<file path="src/hw/slide_defs.svh">
`ifndef SLIDE_DEFS_SVH
`define SLIDE_DEFS_SVH

// Number of 64-bit lanes
`define SLIDE_NR_LANES 4

// Bytes in one full word across all lanes
`define SLIDE_WORD_BYTES (8 * `SLIDE_NR_LANES)

// Queue depths
`define SLIDE_INSN_DEPTH 4
`define SLIDE_RESULT_DEPTH 2

// Instruction id space
`define SLIDE_NR_VINSN 8

// Register file word address and vector length widths
`define SLIDE_ADDR_W 10
`define SLIDE_VL_W 16

`endif
</file>
<file path="src/hw/vrf_pkg.sv">
`include "slide_defs.svh"

package vrf_pkg;

  // Word address inside the register file
  typedef logic [`SLIDE_ADDR_W-1:0] vaddr_t;

  // All lanes side by side, byte b sits in lane b/8
  typedef logic [8*`SLIDE_WORD_BYTES-1:0] word_t;

  // One enable per byte of a word
  typedef logic [`SLIDE_WORD_BYTES-1:0] strb_t;

  // Source word read from the lanes
  typedef struct packed {
    word_t data;
  } operand_t;

  // Destination word written back to the lanes
  typedef struct packed {
    vaddr_t addr;
    word_t  wdata;
    strb_t  be;
  } result_t;

endpackage

</file>
<file path="src/hw/slide_pkg.sv">
`include "slide_defs.svh"

package slide_pkg;

  ////////////////////////////////////////////////////////////
  // Instruction fields
  ////////////////////////////////////////////////////////////

  // Instruction id as handed out by the sequencer
  typedef logic [$clog2(`SLIDE_NR_VINSN)-1:0] vid_t;

  // Element and byte counts
  typedef logic [`SLIDE_VL_W-1:0] vlen_t;

  typedef enum logic {
    OP_SLIDEUP,
    OP_SLIDEDOWN
  } slide_op_e;

  // Element width, also the log2 of the element size in bytes
  typedef enum logic [1:0] {
    EW8,
    EW16,
    EW32,
    EW64
  } vew_e;

  // Slide request from the sequencer
  typedef struct packed {
    vid_t                      id;
    slide_op_e                 op;
    vew_e                      sew;
    vlen_t                     vl;
    // Offset in elements
    vlen_t                     stride;
    // Base word address of the destination
    logic [`SLIDE_ADDR_W-1:0]  vd;
  } slide_req_t;

  // Completion report back to the sequencer
  typedef struct packed {
    logic done;
    vid_t id;
  } slide_resp_t;

endpackage

</file>
<file path="src/hw/slide_unit.sv">
`timescale 1ns/1ps
`include "slide_defs.svh"

module slide_unit (
  input  logic                   clk_i,
  input  logic                   rst_ni,
  // Sequencer
  input  slide_pkg::slide_req_t  req_i,
  input  logic                   req_valid_i,
  output logic                   req_ready_o,
  output slide_pkg::slide_resp_t resp_o,
  // Source words from the lanes
  input  vrf_pkg::operand_t      operand_i,
  input  logic                   operand_valid_i,
  output logic                   operand_ready_o,
  // Result words to the lanes
  output vrf_pkg::result_t       result_o,
  output logic                   result_valid_o,
  input  logic                   result_ready_i
);
  import slide_pkg::*;
  import vrf_pkg::*;

  slide_req_t issue_req;
  logic       issue_valid;
  logic       issue_ready;
  result_t    push_data;
  logic       push_valid;
  logic       push_ready;
  logic       commit_pop;

  // A word leaves the unit on the result handshake
  assign commit_pop = result_valid_o && result_ready_i;

  slide_insn_queue u_insn_queue (
    .clk_i         (clk_i),
    .rst_ni        (rst_ni),
    .req_i         (req_i),
    .req_valid_i   (req_valid_i),
    .req_ready_o   (req_ready_o),
    .issue_req_o   (issue_req),
    .issue_valid_o (issue_valid),
    .issue_ready_i (issue_ready),
    .commit_pop_i  (commit_pop),
    .resp_o        (resp_o)
  );

  slide_engine u_engine (
    .clk_i           (clk_i),
    .rst_ni          (rst_ni),
    .issue_req_i     (issue_req),
    .issue_valid_i   (issue_valid),
    .issue_ready_o   (issue_ready),
    .operand_i       (operand_i),
    .operand_valid_i (operand_valid_i),
    .operand_ready_o (operand_ready_o),
    .push_data_o     (push_data),
    .push_valid_o    (push_valid),
    .push_ready_i    (push_ready)
  );

  slide_result_fifo #(
    .payload_t (result_t),
    .DEPTH     (`SLIDE_RESULT_DEPTH)
  ) u_result_fifo (
    .clk_i        (clk_i),
    .rst_ni       (rst_ni),
    .push_data_i  (push_data),
    .push_valid_i (push_valid),
    .push_ready_o (push_ready),
    .pop_data_o   (result_o),
    .pop_valid_o  (result_valid_o),
    .pop_ready_i  (result_ready_i)
  );

endmodule

</file>
<file path="src/hw/slide_engine.sv">
`timescale 1ns/1ps
`include "slide_defs.svh"

module slide_engine (
  input  logic                  clk_i,
  input  logic                  rst_ni,
  // Instruction from the queue
  input  slide_pkg::slide_req_t issue_req_i,
  input  logic                  issue_valid_i,
  output logic                  issue_ready_o,
  // Source words
  input  vrf_pkg::operand_t     operand_i,
  input  logic                  operand_valid_i,
  output logic                  operand_ready_o,
  // Finished words to the result FIFO
  output vrf_pkg::result_t      push_data_o,
  output logic                  push_valid_o,
  input  logic                  push_ready_i
);
  import slide_pkg::*;
  import vrf_pkg::*;

  localparam int unsigned WB         = `SLIDE_WORD_BYTES;
  localparam int unsigned WORD_SHIFT = $clog2(WB);
  localparam int unsigned PNT_W      = WORD_SHIFT + 1;

  typedef logic [PNT_W-1:0] pnt_t;

  typedef enum logic {
    ST_IDLE,
    ST_RUN
  } state_e;

  // Byte pointers into the source and destination words
  typedef struct packed {
    pnt_t   in_pnt;
    pnt_t   out_pnt;
    vaddr_t vrf;
    vlen_t  left;
  } ctx_t;

  state_e state_d, state_q;
  ctx_t   ctx_d, ctx_q;
  // Destination word under assembly
  word_t  asm_data_d, asm_data_q;
  strb_t  asm_be_d, asm_be_q;

  vlen_t  nbytes;
  vlen_t  off;
  pnt_t   in_room;
  pnt_t   out_room;
  pnt_t   room;
  pnt_t   moved;
  pnt_t   in_nxt;
  pnt_t   out_nxt;
  logic   last;
  logic   run;
  logic   step;
  word_t  merged_data;
  strb_t  merged_be;

  // Vector size and slide offset in bytes
  assign nbytes = issue_req_i.vl << issue_req_i.sew;
  assign off    = issue_req_i.stride << issue_req_i.sew;

  ////////////////////////////////////////////////////////////
  // Byte move
  ////////////////////////////////////////////////////////////

  // Copy whatever fits in both the source rest and the destination rest
  assign in_room  = pnt_t'(WB) - ctx_q.in_pnt;
  assign out_room = pnt_t'(WB) - ctx_q.out_pnt;
  assign room     = (in_room < out_room) ? in_room : out_room;
  assign last     = (ctx_q.left <= vlen_t'(room));
  assign moved    = last ? ctx_q.left[PNT_W-1:0] : room;
  assign in_nxt   = ctx_q.in_pnt + moved;
  assign out_nxt  = ctx_q.out_pnt + moved;

  assign run  = (state_q == ST_RUN) && (ctx_q.left != '0);
  // Stall on a missing operand or a full FIFO
  assign step = run && operand_valid_i && push_ready_i;

  always_comb begin
    int src;
    merged_data = asm_data_q;
    merged_be   = asm_be_q;
    for (int o = 0; o < WB; o++) begin
      src = o - int'(ctx_q.out_pnt) + int'(ctx_q.in_pnt);
      if (o >= int'(ctx_q.out_pnt) && o < int'(out_nxt)) begin
        merged_data[8*o +: 8] = operand_i.data[8*src +: 8];
        merged_be[o]          = 1'b1;
      end
    end
  end

  // Push when the destination word fills or the instruction ends
  assign push_valid_o      = run && operand_valid_i && ((out_nxt == pnt_t'(WB)) || last);
  assign push_data_o.addr  = issue_req_i.vd + ctx_q.vrf;
  assign push_data_o.wdata = merged_data;
  assign push_data_o.be    = merged_be;

  ////////////////////////////////////////////////////////////
  // Slide FSM
  ////////////////////////////////////////////////////////////

  always_comb begin
    state_d         = state_q;
    ctx_d           = ctx_q;
    asm_data_d      = asm_data_q;
    asm_be_d        = asm_be_q;
    issue_ready_o   = 1'b0;
    operand_ready_o = 1'b0;

    unique case (state_q)
      ST_IDLE: begin
        if (issue_valid_i) begin
          state_d    = ST_RUN;
          asm_data_d = '0;
          asm_be_d   = '0;
          if (issue_req_i.op == OP_SLIDEUP) begin
            // Read from byte 0, write from the offset on
            ctx_d.in_pnt  = '0;
            ctx_d.out_pnt = pnt_t'(off[WORD_SHIFT-1:0]);
            ctx_d.vrf     = vaddr_t'(off >> WORD_SHIFT);
            ctx_d.left    = (off < nbytes) ? nbytes - off : '0;
          end else begin
            // First source word already holds the offset
            ctx_d.in_pnt  = pnt_t'(off[WORD_SHIFT-1:0]);
            ctx_d.out_pnt = '0;
            ctx_d.vrf     = '0;
            ctx_d.left    = nbytes;
          end
        end
      end

      ST_RUN: begin
        if (ctx_q.left == '0) begin
          // Offset past the vector, no byte to write
          state_d       = ST_IDLE;
          issue_ready_o = 1'b1;
        end else if (step) begin
          asm_data_d    = merged_data;
          asm_be_d      = merged_be;
          ctx_d.in_pnt  = in_nxt;
          ctx_d.out_pnt = out_nxt;
          ctx_d.left    = ctx_q.left - vlen_t'(moved);
          // Source word used up
          if ((in_nxt == pnt_t'(WB)) || last) begin
            ctx_d.in_pnt    = '0;
            operand_ready_o = 1'b1;
          end
          if (push_valid_o) begin
            ctx_d.out_pnt = '0;
            ctx_d.vrf     = ctx_q.vrf + 1'b1;
            asm_data_d    = '0;
            asm_be_d      = '0;
          end
          if (last) begin
            state_d       = ST_IDLE;
            issue_ready_o = 1'b1;
          end
        end
      end

      default: state_d = ST_IDLE;
    endcase
  end

  always_ff @(posedge clk_i) begin
    asm_data_q <= asm_data_d;
    asm_be_q   <= asm_be_d;
  end

  always_ff @(posedge clk_i or negedge rst_ni) begin
    if (!rst_ni) begin
      state_q <= ST_IDLE;
      ctx_q   <= '0;
    end else begin
      state_q <= state_d;
      ctx_q   <= ctx_d;
    end
  end

  // Stalled push keeps its word, relies on a steady operand and instruction
  a_push_stable: assert property (@(posedge clk_i) disable iff (!rst_ni)
    push_valid_o && !push_ready_i |=> $stable(push_data_o));

endmodule

</file>
<file path="src/hw/slide_result_fifo.sv">
`timescale 1ns/1ps
`include "slide_defs.svh"

module slide_result_fifo #(
  parameter type         payload_t = logic,
  parameter int unsigned DEPTH     = `SLIDE_RESULT_DEPTH
) (
  input  logic     clk_i,
  input  logic     rst_ni,
  // Write side
  input  payload_t push_data_i,
  input  logic     push_valid_i,
  output logic     push_ready_o,
  // Read side
  output payload_t pop_data_o,
  output logic     pop_valid_o,
  input  logic     pop_ready_i
);

  localparam int unsigned PNT_W = $clog2(DEPTH);
  localparam int unsigned CNT_W = $clog2(DEPTH + 1);

  payload_t         mem_q [DEPTH];
  logic [PNT_W-1:0] wr_pnt_q;
  logic [PNT_W-1:0] rd_pnt_q;
  logic [CNT_W-1:0] cnt_q;
  logic             push;
  logic             pop;

  assign push_ready_o = (cnt_q != CNT_W'(DEPTH));
  assign pop_valid_o  = (cnt_q != '0);
  assign pop_data_o   = mem_q[rd_pnt_q];

  assign push = push_valid_i && push_ready_o;
  assign pop  = pop_valid_o && pop_ready_i;

  // Storage
  always_ff @(posedge clk_i) begin
    if (push) begin
      mem_q[wr_pnt_q] <= push_data_i;
    end
  end

  // Pointers wrap at DEPTH, which need not be a power of two
  always_ff @(posedge clk_i or negedge rst_ni) begin
    if (!rst_ni) begin
      wr_pnt_q <= '0;
      rd_pnt_q <= '0;
      cnt_q    <= '0;
    end else begin
      if (push) begin
        wr_pnt_q <= (wr_pnt_q == PNT_W'(DEPTH - 1)) ? '0 : wr_pnt_q + 1'b1;
      end
      if (pop) begin
        rd_pnt_q <= (rd_pnt_q == PNT_W'(DEPTH - 1)) ? '0 : rd_pnt_q + 1'b1;
      end
      cnt_q <= cnt_q + CNT_W'(push) - CNT_W'(pop);
    end
  end

  a_cnt_bound: assert property (@(posedge clk_i) disable iff (!rst_ni)
    cnt_q <= CNT_W'(DEPTH));

endmodule

</file>
<file path="src/hw/slide_insn_queue.sv">
`timescale 1ns/1ps
`include "slide_defs.svh"

module slide_insn_queue (
  input  logic                   clk_i,
  input  logic                   rst_ni,
  // Sequencer side
  input  slide_pkg::slide_req_t  req_i,
  input  logic                   req_valid_i,
  output logic                   req_ready_o,
  // Engine side
  output slide_pkg::slide_req_t  issue_req_o,
  output logic                   issue_valid_o,
  input  logic                   issue_ready_i,
  // Result side
  input  logic                   commit_pop_i,
  output slide_pkg::slide_resp_t resp_o
);
  import slide_pkg::*;
  import vrf_pkg::*;

  localparam int unsigned DEPTH      = `SLIDE_INSN_DEPTH;
  localparam int unsigned PNT_W      = $clog2(DEPTH);
  localparam int unsigned CNT_W      = PNT_W + 1;
  localparam int unsigned WORD_SHIFT = $clog2($bits(strb_t));

  // Pointers and counts for the accept, issue and commit phases
  typedef struct packed {
    logic [PNT_W-1:0] accept_pnt;
    logic [PNT_W-1:0] issue_pnt;
    logic [PNT_W-1:0] commit_pnt;
    logic [CNT_W-1:0] issue_cnt;
    logic [CNT_W-1:0] commit_cnt;
  } queue_st_t;

  // Result words written by one instruction
  function automatic vlen_t word_count(slide_req_t req);
    vlen_t nbytes;
    vlen_t off;
    vlen_t words;
    nbytes = req.vl << req.sew;
    off    = req.stride << req.sew;
    words  = (nbytes + vlen_t'($bits(strb_t) - 1)) >> WORD_SHIFT;
    if (req.op == OP_SLIDEDOWN) begin
      return words;
    end
    // Slide-up skips the words below the offset, or everything
    if (off >= nbytes) begin
      return '0;
    end
    return words - (off >> WORD_SHIFT);
  endfunction

  function automatic logic [PNT_W-1:0] next_pnt(logic [PNT_W-1:0] pnt);
    return (pnt == PNT_W'(DEPTH - 1)) ? '0 : pnt + 1'b1;
  endfunction

  queue_st_t   st_d, st_q;
  slide_req_t  insn_q [DEPTH];
  // Words still to be committed, per entry
  vlen_t       words_q [DEPTH];
  slide_resp_t resp_d, resp_q;

  logic  accept;
  logic  issue_fire;
  logic  head_valid;
  logic  head_issued;
  logic  head_done;
  vlen_t head_left;

  ////////////////////////////////////////////////////////////
  // Accept and issue
  ////////////////////////////////////////////////////////////

  // Full when every entry still waits for its commit
  assign req_ready_o   = (st_q.commit_cnt != CNT_W'(DEPTH));
  assign accept        = req_valid_i && req_ready_o;
  assign issue_valid_o = (st_q.issue_cnt != '0);
  assign issue_req_o   = insn_q[st_q.issue_pnt];
  assign issue_fire    = issue_valid_o && issue_ready_i;

  ////////////////////////////////////////////////////////////
  // Commit
  ////////////////////////////////////////////////////////////

  assign head_valid  = (st_q.commit_cnt != '0);
  // Head left the engine once fewer entries wait for issue than for commit
  assign head_issued = (st_q.issue_cnt < st_q.commit_cnt);
  assign head_left   = words_q[st_q.commit_pnt] - vlen_t'(commit_pop_i);
  assign head_done   = head_valid && head_issued && (head_left == '0);

  always_comb begin
    st_d   = st_q;
    resp_d = '0;
    if (accept) begin
      st_d.accept_pnt = next_pnt(st_q.accept_pnt);
    end
    if (issue_fire) begin
      st_d.issue_pnt = next_pnt(st_q.issue_pnt);
    end
    if (head_done) begin
      st_d.commit_pnt = next_pnt(st_q.commit_pnt);
      resp_d.done     = 1'b1;
      resp_d.id       = insn_q[st_q.commit_pnt].id;
    end
    st_d.issue_cnt  = st_q.issue_cnt + CNT_W'(accept) - CNT_W'(issue_fire);
    st_d.commit_cnt = st_q.commit_cnt + CNT_W'(accept) - CNT_W'(head_done);
  end

  // Entry storage, accept and commit never touch the same slot
  always_ff @(posedge clk_i) begin
    if (accept) begin
      insn_q[st_q.accept_pnt]  <= req_i;
      words_q[st_q.accept_pnt] <= word_count(req_i);
    end
    if (head_valid && commit_pop_i) begin
      words_q[st_q.commit_pnt] <= head_left;
    end
  end

  always_ff @(posedge clk_i or negedge rst_ni) begin
    if (!rst_ni) begin
      st_q   <= '0;
      resp_q <= '0;
    end else begin
      st_q   <= st_d;
      resp_q <= resp_d;
    end
  end

  // Done is registered, one cycle after the last pop
  assign resp_o = resp_q;

  a_issue_le_commit: assert property (@(posedge clk_i) disable iff (!rst_ni)
    st_q.issue_cnt <= st_q.commit_cnt);

endmodule

</file>
<file path="config.mk">
export PLATFORM = sky130hd
export DESIGN_NAME = slide_unit
export DESIGN_NICKNAME = d
export VERILOG_FILES = /design/src/hw/vrf_pkg.sv /design/src/hw/slide_pkg.sv /design/src/hw/slide_unit.sv /design/src/hw/slide_engine.sv /design/src/hw/slide_result_fifo.sv /design/src/hw/slide_insn_queue.sv
export VERILOG_INCLUDE_DIRS = /design/src /design/src/hw
export SDC_FILE = /design/constraint.sdc
export NUM_CORES = 2
export LEC_CHECK = 0
export BUFFER_PORTS_ARGS = -buffer_cell sky130_fd_sc_hd__buf_2
export CAP_MARGIN = 20
export CORE_AREA = 3 3 407 409
export CTS_CLUSTER_DIAMETER = 150
export CTS_CLUSTER_SIZE = 12
export DETAILED_ROUTE_END_ITERATION = 16
export DIE_AREA = 0 0 410 412
export GPL_TIMING_DRIVEN = 0
export PLACE_DENSITY = 0.75
export SLEW_MARGIN = 10
export SYNTH_ARGS = -nofsm -noshare
export SYNTH_HDL_FRONTEND = slang
export SYNTH_SLANG_ARGS = --single-unit
export TNS_END_PERCENT = 10
</file>
<file path="constraint.sdc">
create_clock -name clk_i -period 36.1 [get_ports clk_i]
set_clock_uncertainty 0.1 [all_clocks]
set_input_delay 9.025 -clock clk_i [delete_from_list [all_inputs] [get_ports clk_i]]
set_output_delay 9.025 -clock clk_i [all_outputs]
set_load 0.05 [all_outputs]
</file>
==> qor.yml <==
sta:
  timing.hold.ws_ps: 397
  slew_viol_final: 0
  rsz0062_at_grt: "no"
  hold_violations: 0
  layout_min_cycle_time_ps: 19550
  clock.fmax_ghz: 0.0511
  setup_viol_count_final: 0
  timing_worst_slew_pin_value_ps: 1290
  max_slew_margin_pct: 13.9
  finalSetupTns_ps: 0
  timing.final.crit_share_pct: 54.2
setup_path:
  rr_worst_depth: 37
  r2r_slack_ps: 23890
  crit_path_start_kind: "input port"
  critPathCapture: "operand_ready_o"
  cp_max_fo: 9
  startpoint: "operand_valid_i"
  critPathKind: "in2out"
  r2r-end: "u_result_fifo.mem_q[0][254]"
  worst_setup_path_end_kind: "primary output"
  crit_required_ps: 26980
  rr_startpoint: "u_engine.ctx_q[29]"
  cp_data_arrival_time_ps: 10430
routing:
  drt_iter0_markers: 7560
  dr.pass1.iters: 6
  ant_nets: 0
  wl_per_cell_um: 35.7
  via_per_inst: 6.38
  drt_wl_total_um: 313000
  vias: 56000
  drc: 0
logic_synthesis:
  synth_ff_type: "edfxtp_1"
  synth_warnings: 0
  ys_ff_latch: 1199
  synth_nets: 6224
  synth.distinct_cells: 93
  synth-edff-count: 1140
  avgSynthCellArea_sq_um: 13.1
  syn-cell-area_sq_mm: 0.0744
  ys_seq_area_share_pct: 48.0
  syn_inst: 5683
  postSynth.asyncResetShare_pct: 4.92
job:
  drv_cap: 0
placement:
  gp_congestion: 1.08
  dp_hpwl_um: 254000
  dpl_cell_area_sq_mm: 0.0814
  io_buffer_count: 613
layout:
  drive_above_1_share_pct: 28.7
  num-fill-cells: 13700
  fin_area_sq_mm: 0.0849
  regArea_sq_mm: 0.0357
  final_common_cell: "edfxtp_1"
  final_cell_mix: "edfxtp_1 (1,140), mux2i_1 (718), buf_2 (636), mux2_2 (579), nor2_1 (378)"
  fin_nets: 7038
  area_delta_synth_final_pct: 14.1
  multi_input_area_sq_mm: 0.0371
floorplanning:
  dieArea_sq_mm: 0.169
  rows: 148
  pin_count: 614
  die_y_um: 412
  coreArea_sq_mm: 0.162
  initial_utilization_pct: 45.8
  chipWidth_um: 410
clock_network:
  cts_setup_buffers: 0
  cts_max_path_buffers: 3
  ctsResizeCount: 0
  h-tree-depth: 3
  cts.hold.buffers_added: 0
  cts_tree: "yes"
  cts.clk_slew.worst_paths_ps: 70
  root_buffer: "clkbuf_16"
  cts_buffers: 111
  clk_latency_ps: 810
  numClockSinks: 1199
global_routing:
  antenna_found_initial: 59
  grt_pass1_vias: 53100
  grt_max_degree: 61
  track_usage_pct: 36.2
  grt_pass1_wl_um: 426000
  grt.overflow.total: 0
hold_path:
  hp-class: "reg2reg"
outcome:
  outcome: "completed"
==> logic make-up (layout without fill, tap and decap cells) <==
group,count (synthesis),after routing,share of synthesized area (%)
AOI/OAI and AO/OA,735,735,6.51
xor gates and xnor gates,207,207,2.46
adders and majority gates,232,232,4.02
buffers and inverters,446,1323,2.32
DFF,1199,1199,48.0
muxes,1630,1630,28.5
other,0,51,0
and+or+nand+nor,1234,1234,8.20
==> worst min-delay path by stage <==
stage,from,to,slack [ps],depth (start not counted)
2_1_floorplan,u_engine.ctx_q[12],u_engine.ctx_q[12],350,2
3_3_place_gp,u_result_fifo.wr_pnt_q,u_result_fifo.wr_pnt_q,370,1
4_1_cts,u_engine.ctx_q[12],u_engine.ctx_q[12],390,2
5_1_grt,u_result_fifo.wr_pnt_q,u_result_fifo.wr_pnt_q,440,1
6_report,u_engine.ctx_q[12],u_engine.ctx_q[12],400,2
3_5_place_dp,u_engine.ctx_q[12],u_engine.ctx_q[12],370,2
==> final cells by class <==
type                            instances  share of cell area, %
Antenna cell                           51                  0.150
Buffer                                279                   1.31
Clock buffer                          167                   3.52
Clock inverter                          9                  0.248
Inverter                              167                  0.738
Multi-Input combinational cell       4038                   43.7
Sequential cell                      1199                   42.1
Tap cell                             2175                   3.21
Timing Repair Buffer                  701                   5.07
==> per-layer routing <==
metal / track usage [%] / vias up / share of wire, %
li1: - / 23400 / -
met1: 48.0 / 28600 / 39
met2: 53.8 / 3395 / 44
met3: 10.0 / 625 / 11
met4: 20.3 / 26 / 6.6
met5: 0 / - / 0.059
==> critical path, stage by stage <==
cell and delay, ps:
buf_2 110, o2111ai_1 490, nor2_1 460, buf_2 330
==> sequential cells by signal, summed over array words and instances (netlist names), 4 cells and up <==
| name | flops |
|---|---|
| u_result_fifo.mem_q | 596 |
| u_engine.asm_data_q | 256 |
| u_insn_queue.insn_q | 192 |
| u_insn_queue.words_q | 64 |
| u_engine.ctx_q | 38 |
| u_engine.asm_be_q | 32 |
| u_insn_queue.st_q | 12 |
| u_insn_queue.resp_o | 4 |
==> through the flow <==
stage | setup WS [ps] | util, % | cells
final | 16550 | 52.3 | 8786
after global routing | 16540 | 52.2 | 8746
after CTS | 16550 | 52.1 | 8724
after detailed placement | 16560 | 50.1 | 8548
after global placement | -8080 | 49.4 | 8471
after floorplan | 5240 | - | 5683
==> cell usage after synthesis (10+ instances only) <==
cell	number	area, sq um
edfxtp_1	1140	34200
mux2i_1	718	7190
mux2_2	579	6520
nor2_1	379	1420
mux4_2	332	7480
and2_1	291	1820
nand2_1	258	968
a21oi_1	236	1180
ha_1	220	2750
clkbuf_1	183	687
inv_1	164	616
xnor2_1	132	1160
o21ai_0	127	636
xor2_1	74	648
buf_1	69	259
dfrtp_1	59	1480
nand2b_1	53	332
a21o_1	52	390
nor3_1	47	235
or2_2	47	294
nand3_1	44	220
o21a_1	37	278
a31oi_1	29	181
nor2b_1	29	181
a211oi_1	25	188
buf_2	22	110
a22o_1	19	166
o211ai_1	18	135
o21bai_1	18	135
a22oi_1	17	128
and3_1	15	93.8
a221oi_1	14	123
o22ai_1	14	87.6
fa_1	12	240
nand3b_1	12	90.1
a211o_1	11	96.3
a21boi_0	11	82.6
o2bb2ai_1	11	96.3
o21ai_1	10	50.1
Power is not shown: default switching activity piles up to over one toggle a cycle in this logic, so the estimate is an artifact.
